$ cat src/uart_string_pkg.sv
/*
 * Shared constants and state types for the UART string link.
 * Line timing, frame limits and the FSM encodings live here and are
 * referenced by scoped name from every block of the design.
 */
package uart_string_pkg;

	// line timing
	localparam int CLK_FREQ_HZ = 50_000_000;
	localparam int BAUD_RATE = 115200;
	localparam int BIT_CYCLES = CLK_FREQ_HZ / BAUD_RATE;

	// frame limits, character k sits in bits 8k+7 down to 8k
	localparam int LEN_W = 8;
	localparam logic [LEN_W-1:0] MAX_CHARS = 8'd137;
	localparam int STR_W = 8 * MAX_CHARS;

	// ascii ampersand opens and closes a frame
	localparam logic [7:0] DELIM = 8'h26;

	typedef enum logic [2:0] {
		TXF_IDLE,
		TXF_LEAD1,
		TXF_LEAD2,
		TXF_CONTENT,
		TXF_TRAIL1,
		TXF_TRAIL2
	} tx_frame_state_t;

	typedef enum logic [1:0] {
		RXF_HUNT,
		RXF_LEAD2,
		RXF_CONTENT,
		RXF_TRAIL2
	} rx_frame_state_t;

	typedef enum logic [1:0] {
		LINE_IDLE,
		LINE_START,
		LINE_DATA,
		LINE_STOP
	} line_state_t;

endpackage

$ cat src/uart_byte_if.sv
/*
 * Byte transfer between the line blocks and the framing blocks.
 * The transmit half is used by the serializer and framer, the receive
 * half by the byte receiver and deframer.
 */
`timescale 1ns/1ps

interface uart_byte_if;

	// transmit half
	logic [7:0] tx_data;
	logic tx_start;
	logic tx_done;

	// receive half, one pulse per byte
	logic [7:0] rx_data;
	logic rx_vld;
	logic rx_err;

	modport phy (input tx_data, input tx_start, output tx_done,
		output rx_data, output rx_vld, output rx_err);

	modport framer (output tx_data, output tx_start, input tx_done,
		input rx_data, input rx_vld, input rx_err);

endinterface

$ cat src/frame_tx.sv
/*
 * Transmit framer.
 * Latches a string and length on tx_req and feeds the serializer with
 * "&&", the content characters lowest byte first, and "&&".
 */
`timescale 1ns/1ps

module frame_tx (
	input logic sys_clk,
	input logic sys_rst_n,
	input logic [uart_string_pkg::STR_W-1:0] tx_string,
	input logic [uart_string_pkg::LEN_W-1:0] tx_length,
	input logic tx_req,
	output logic tx_busy,
	output logic tx_done,
	uart_byte_if.framer byte_bus
);

	uart_string_pkg::tx_frame_state_t state;
	logic [uart_string_pkg::STR_W-1:0] str_q;
	logic [uart_string_pkg::LEN_W-1:0] len_q;
	logic [uart_string_pkg::LEN_W-1:0] char_idx;
	logic accept;
	logic send_char;

	assign accept = tx_req && (state == uart_string_pkg::TXF_IDLE);
	assign tx_busy = (state != uart_string_pkg::TXF_IDLE);
	assign tx_done = (state == uart_string_pkg::TXF_TRAIL2) && byte_bus.tx_done;

	// next byte out is a content character
	assign send_char = byte_bus.tx_done &&
		((state == uart_string_pkg::TXF_LEAD2 && len_q != '0) ||
		(state == uart_string_pkg::TXF_CONTENT && char_idx != len_q));

	// content is shifted down so the next character is always in the low byte
	always_ff @(posedge sys_clk) begin
		if (accept) begin
			str_q <= tx_string;
			len_q <= (tx_length > uart_string_pkg::MAX_CHARS) ?
				uart_string_pkg::MAX_CHARS : tx_length;
			byte_bus.tx_data <= uart_string_pkg::DELIM;
		end else if (send_char) begin
			byte_bus.tx_data <= str_q[7:0];
			str_q <= str_q >> 8;
		end else if (byte_bus.tx_done) begin
			byte_bus.tx_data <= uart_string_pkg::DELIM;
		end
	end

	always_ff @(posedge sys_clk or negedge sys_rst_n) begin
		if (!sys_rst_n) begin
			state <= uart_string_pkg::TXF_IDLE;
			char_idx <= '0;
			byte_bus.tx_start <= 1'b0;
		end else begin
			// one start per accepted request or finished byte, except the last
			byte_bus.tx_start <= accept ||
				(byte_bus.tx_done && state != uart_string_pkg::TXF_TRAIL2);
			if (send_char)
				char_idx <= (state == uart_string_pkg::TXF_LEAD2) ? 8'd1 : char_idx + 8'd1;

			case (state)
				uart_string_pkg::TXF_IDLE:
					if (accept) state <= uart_string_pkg::TXF_LEAD1;
				uart_string_pkg::TXF_LEAD1:
					if (byte_bus.tx_done) state <= uart_string_pkg::TXF_LEAD2;
				uart_string_pkg::TXF_LEAD2, uart_string_pkg::TXF_CONTENT:
					if (byte_bus.tx_done)
						state <= send_char ? uart_string_pkg::TXF_CONTENT :
							uart_string_pkg::TXF_TRAIL1;
				uart_string_pkg::TXF_TRAIL1:
					if (byte_bus.tx_done) state <= uart_string_pkg::TXF_TRAIL2;
				default:
					if (byte_bus.tx_done) state <= uart_string_pkg::TXF_IDLE;
			endcase
		end
	end

	a_no_req_busy: assert property (@(posedge sys_clk) disable iff (!sys_rst_n)
		tx_req |-> !tx_busy);

endmodule

$ cat src/flat_wrapper.sv
// flat-port wrapper written by rule: the top's interface ports become plain ports
module frame_tx_flat 
  (sys_clk, sys_rst_n, tx_string, tx_length, tx_req, tx_busy, tx_done, byte_bus_tx_data, byte_bus_tx_start, byte_bus_tx_done, byte_bus_rx_data, byte_bus_rx_vld, byte_bus_rx_err);
  uart_byte_if byte_bus_i ();
  input logic sys_clk;
  input logic sys_rst_n;
  input logic [uart_string_pkg::STR_W-1:0] tx_string;
  input logic [uart_string_pkg::LEN_W-1:0] tx_length;
  input logic tx_req;
  output logic tx_busy;
  output logic tx_done;
  output wire logic [$bits(byte_bus_i.tx_data)-1:0] byte_bus_tx_data;
  output wire logic [$bits(byte_bus_i.tx_start)-1:0] byte_bus_tx_start;
  input wire logic [$bits(byte_bus_i.tx_done)-1:0] byte_bus_tx_done;
  input wire logic [$bits(byte_bus_i.rx_data)-1:0] byte_bus_rx_data;
  input wire logic [$bits(byte_bus_i.rx_vld)-1:0] byte_bus_rx_vld;
  input wire logic [$bits(byte_bus_i.rx_err)-1:0] byte_bus_rx_err;
  assign byte_bus_tx_data = byte_bus_i.tx_data;
  assign byte_bus_tx_start = byte_bus_i.tx_start;
  assign byte_bus_i.tx_done = byte_bus_tx_done;
  assign byte_bus_i.rx_data = byte_bus_rx_data;
  assign byte_bus_i.rx_vld = byte_bus_rx_vld;
  assign byte_bus_i.rx_err = byte_bus_rx_err;
  frame_tx u_core (.sys_clk(sys_clk), .sys_rst_n(sys_rst_n), .tx_string(tx_string), .tx_length(tx_length), .tx_req(tx_req), .tx_busy(tx_busy), .tx_done(tx_done), .byte_bus(byte_bus_i));
endmodule
$ cat config.mk
export PLATFORM = sky130hd
export DESIGN_NAME = frame_tx_flat
export DESIGN_NICKNAME = d
export VERILOG_FILES = /design/src/uart_string_pkg.sv /design/src/uart_byte_if.sv /design/src/frame_tx.sv /design/src/flat_wrapper.sv
export SDC_FILE = /design/constraint.sdc
export NUM_CORES = 2
export LEC_CHECK = 0
export ABC_AREA = 1
export BUFFER_PORTS_ARGS = -buffer_cell sky130_fd_sc_hd__buf_4
export CAP_MARGIN = 20
export CORE_AREA = 2 2 434 436
export CTS_CLUSTER_DIAMETER = 30
export DETAILED_ROUTE_END_ITERATION = 7
export DIE_AREA = 0 0 436 438
export SYNTH_ARGS = -nofsm -noshare
export SYNTH_HDL_FRONTEND = slang
export SYNTH_SLANG_ARGS = --single-unit
$ cat constraint.sdc
create_clock -name sys_clk -period 26.4 [get_ports sys_clk]
set_input_delay 1.32 -clock sys_clk [delete_from_list [all_inputs] [get_ports sys_clk]]
set_output_delay 1.32 -clock sys_clk [all_outputs]
set_load 0.02 [all_outputs]
==> flow_summary.rst <==
.. list-table::
   :header-rows: 1

   * - Metric
     - Value
   * - Die height
     - 438 µm
   * - Post-detailed-route count of antenna-violating nets
     - 0
   * - Cell at the slowest stage of the critical path
     - sky130_fd_sc_hd__buf_4
   * - Post-Layout Cell Count
     - about 9000
   * - Type of element launching the critical path
     - register
   * - Wire length per cell after detailed routing
     - ~19 µm
   * - Core ar.
     - between 150000 and 200000 µm²
   * - Signal arrival time at the worst endpoint
     - about 6600 ps
   * - Total track usage
     - between 10% and 20%
   * - Initial antenna violation count
     - 54
   * - Slew margin rel.
     - between 20% and 30%
   * - Buffer and inverter count on the worst path
     - 5
   * - Number of setup buffers added after CTS
     - 0
   * - Maximum vdd ir drop
     - roughly 84 µV
   * - Critical Path Max Stage Delay
     - between 800 and 900 ps
   * - Flop2flop setup slack
     - roughly 20000 ps
   * - Maximum fanout along the worst path
     - around 190
   * - DRC marker count from the first detailed-route iteration
     - between 3000 and 4000
   * - Cts bufs inserted
     - ~310
   * - # DRC
     - 0
   * - Post-Route Setup TNS
     - 0 ps
   * - Post-Syn Area per Cell
     - slightly above 10 µm²
   * - Die outline width
     - roughly 440 µm
   * - CTS H-tree lvls
     - 5
   * - Final slew viol count
     - 0
   * - Nets
     - between 7000 and 8000
   * - Achievable clock frequency
     - about 160 MHz
   * - Post-layout utilization of the core
     - around 37%
   * - Run status
     - completed
   * - Number of buffers inserted for hold repair after clock tree synthesis
     - 0
   * - Syn nets
     - just under 6000
   * - Pin count of the biggest net entering global routing
     - 215
   * - Sequential area share after synthesis
     - 69.6%
   * - Total instance count after detailed placement
     - ~8200
   * - Synth Register Bits
     - between 1000 and 1500
   * - Root cell of the clock tree
     - sky130_fd_sc_hd__clkbuf_16
   * - TritonCTS clock tree
     - built
   * - Fill cell total of the finished layout
     - around 19000
   * - Endpoints failing setup
     - 0
   * - Min cycle time layout
     - 6160 ps
   * - Tightest Hold Check Type
     - input pin to async pin
   * - Kind of end point of the critical path
     - register
   * - GRT Residual Overflow
     - 0
   * - Setup repair after global routing missed its margin
     - false
   * - Placed wire-length estimate
     - 121000 µm
   * - Gate count of the mapped netlist
     - between 4000 and 5000
   * - Type of the worst setup path
     - register to register
   * - Worst EP required
     - roughly 27000 ps
   * - Top Family by Delay on Critical Path
     - buffers and inverters
   * - Share of post-route cells with drive strength above 1
     - around a quarter
   * - Number of gates given a new drive strength after cts
     - 0
   * - Area of the mapped netlist
     - between 40000 and 50000 µm²
   * - Number of warnings issued by yosys
     - 0
   * - PD cells
     - 130 nW/µm²
   * - Overall routed net length
     - 171000 µm
   * - Synthesis-to-layout area growth
     - 41.8%
   * - Worst path cell trace
     - nor2_1 > inv_2 > nor2_4 > nand2_4 > nand2_8 > buf_12 > buf_4 > buf_4 > buf_4
   * - Max_cap viols
     - 0
   * - Cell occurring most often along the worst timing path
     - sky130_fd_sc_hd__buf_4
   * - Clock network latency to the later pin of the worst-skew pair
     - 910 ps
   * - Number of standard-cell rows in the floorplan
     - around 160
   * - Final clock period utilization by the worst path
     - 23.3%
   * - Actual transition at the worst max-transition pin
     - around 1100 ps
   * - Total via count after detailed routing
     - 37702
   * - Starting utilization of the core area
     - 25.9%
   * - Post-detailed-route via-to-cell ratio
     - approximately 4.3
   * - Clock Pin Slew Worst Setup and Hold Paths
     - about 40 ps
   * - Fin Clk Skew
     - about 92 ps
   * - First-pass detailed-route iteration total
     - 6
   * - Final Hold Fails
     - 0
   * - Static power due to leakage
     - roughly 30 nW
   * - Number of sinks on the clock net
     - between 1000 and 1500
   * - Number of unique standard cell types used by synthesis
     - 26
   * - Wire length of the first global-routing pass
     - 241000 µm
   * - Final weighted congestion in routability-driven placement
     - 0.908
   * - Via count of the first global-routing pass
     - ~37000
   * - Total Die Area
     - ~190000 µm²
   * - Count of input and output buffers
     - roughly 1100
   * - Clock tree buffer depth
     - 4
   * - IO Pins
     - between 1000 and 1500
[power by group]
part | leakage (nW) | total (mW) | internal [mW] | switching (mW)
registers | 10.7 | 3.36 | 3.12 | 0.232
logic | 15.4 | 2.00 | 0.565 | 1.43
clock network | 4.83 | 3.56 | 2.46 | 1.10
total | 30.8 | 8.92 | 6.15 | 2.76
[state kept, by name, indices dropped and copies added (netlist names)]
signal	cells
u_core.str_q	1096
u_core.char_idx	8
u_core.state	3
u_core.len_q	8
u_core.byte_bus.tx_data	8
u_core.byte_bus.tx_start	1
[worst register-to-register path, delay by kind of cell (launching register included)]
kind	cells	cell delay [ps]
and+or+nand+nor	4	1690
DFF	1	410
buffers and inverters	5	3570
[cells in the mapped netlist]
library cell / number / share of area (%)
sky130_fd_sc_hd__nand2_1: 3321 / 26
sky130_fd_sc_hd__edfxtp_1: 1104 / 69
sky130_fd_sc_hd__buf_2: 155 / 1.6
sky130_fd_sc_hd__buf_6: 77 / 1.8
sky130_fd_sc_hd__inv_1: 33 / 0.26
sky130_fd_sc_hd__nor2_1: 31 / 0.24
sky130_fd_sc_hd__clkbuf_1: 13 / 0.10
sky130_fd_sc_hd__dfrtp_1: 12 / 0.62
sky130_fd_sc_hd__o21ai_0: 12 / 0.12
sky130_fd_sc_hd__nand3_1: 10 / 0.10
sky130_fd_sc_hd__dfxtp_1: 8 / 0.33
sky130_fd_sc_hd__a21oi_1: 5 / 0.052
sky130_fd_sc_hd__nor3_1: 5 / 0.052
sky130_fd_sc_hd__xor2_1: 5 / 0.091
sky130_fd_sc_hd__o22ai_1: 3 / 0.039
sky130_fd_sc_hd__inv_2: 2 / 0.016
sky130_fd_sc_hd__nand4_1: 2 / 0.026
sky130_fd_sc_hd__or2_2: 2 / 0.026
sky130_fd_sc_hd__a21boi_1: 1 / 0.016
sky130_fd_sc_hd__buf_4: 1 / 0.016
sky130_fd_sc_hd__clkinv_1: 1 / 0.0078
sky130_fd_sc_hd__ha_1: 1 / 0.026
sky130_fd_sc_hd__nor2_2: 1 / 0.013
sky130_fd_sc_hd__nor2_4: 1 / 0.023
sky130_fd_sc_hd__nor3b_1: 1 / 0.016
sky130_fd_sc_hd__nor4_1: 1 / 0.013
[path summary, 6_finish.rpt]
check,start,end,cells after the start
setup reg to reg,u_core.state[0],u_core.str_q[542],9
max in group asynchronous,sys_rst_n,u_core.char_idx[0],1
setup / recovery,u_core.state[0],u_core.str_q[542],9
hold / removal,sys_rst_n,u_core.byte_bus.tx_start,1
hold reg to reg,u_core.str_q[942],u_core.str_q[934],2
min in group sys_clk,u_core.str_q[942],u_core.str_q[934],2
[layout make-up]
type | count | area (µm²) | share of cell area (%)
diodes | 40 | 100 | 0.146
clock buffers | 362 | 8140 | 11.9
clock inverters | 180 | 1740 | 2.54
inverters | 36 | 143 | 0.208
multi-input cells | 3402 | 12900 | 18.8
flip-flops and latches | 1124 | 33600 | 49.1
well taps | 2495 | 3120 | 4.56
repair buffers | 1152 | 8750 | 12.8
[metrics by stage]
stage | total power, mW | instance area (µm²) | setup WS [ps] | hold WS [ps]
floorplan | 5.11 | 48300 | 10510 | 437
global placement | 5.36 | 58500 | 19660 | 450
detailed placement | 5.40 | 58500 | 19550 | 463
CTS | 9.02 | 68400 | 20110 | 182
global route | 9.41 | 68500 | 19700 | 203
finish | 8.92 | 68500 | 20240 | 264
[placed cells by master (no fill, tap or decap), types with 2 or more instances in the layout]
master                          n
sky130_fd_sc_hd__nand2_1     3319
sky130_fd_sc_hd__buf_4       1145
sky130_fd_sc_hd__edfxtp_1    1104
sky130_fd_sc_hd__clkbuf_16    319
sky130_fd_sc_hd__clkinv_2      64
sky130_fd_sc_hd__clkinv_1      45
sky130_fd_sc_hd__clkbuf_1      43
sky130_fd_sc_hd__diode_2       40
sky130_fd_sc_hd__inv_1         33
sky130_fd_sc_hd__nor2_1        31
sky130_fd_sc_hd__bufinv_16     30
sky130_fd_sc_hd__clkinvlp_4    21
sky130_fd_sc_hd__o21ai_0       12
sky130_fd_sc_hd__inv_6         12
sky130_fd_sc_hd__dfrtp_1       12
sky130_fd_sc_hd__nand3_1       10
sky130_fd_sc_hd__dfxtp_1        8
sky130_fd_sc_hd__clkinv_4       7
sky130_fd_sc_hd__xor2_1         5
sky130_fd_sc_hd__nor3_1         5
sky130_fd_sc_hd__a21oi_1        5
sky130_fd_sc_hd__buf_12         5
sky130_fd_sc_hd__o22ai_1        3
sky130_fd_sc_hd__nand4_1        2
sky130_fd_sc_hd__or2_2          2
sky130_fd_sc_hd__clkinv_8       2
sky130_fd_sc_hd__buf_16         2
[cells by family after synthesis]
family	share of synthesized area, %
flops	69.6
simple gates	26.3
xor+xnor	0.0906
fa+ha+maj	0.0259
buf+inv	3.80
compound gates	0.230
[metal layers]
metal	vias to the layer above	share of wire [%]	GRT usage, %	routed length (µm)
li1	18075	-	-	-
met1	17961	40	20.5	68200
met2	1330	50	28.7	85300
met3	324	6.9	5.07	11800
met4	12	3.0	7.10	5090
met5	-	0.045	0	77
No activity file was read; power rests on OpenSTA's default activity.
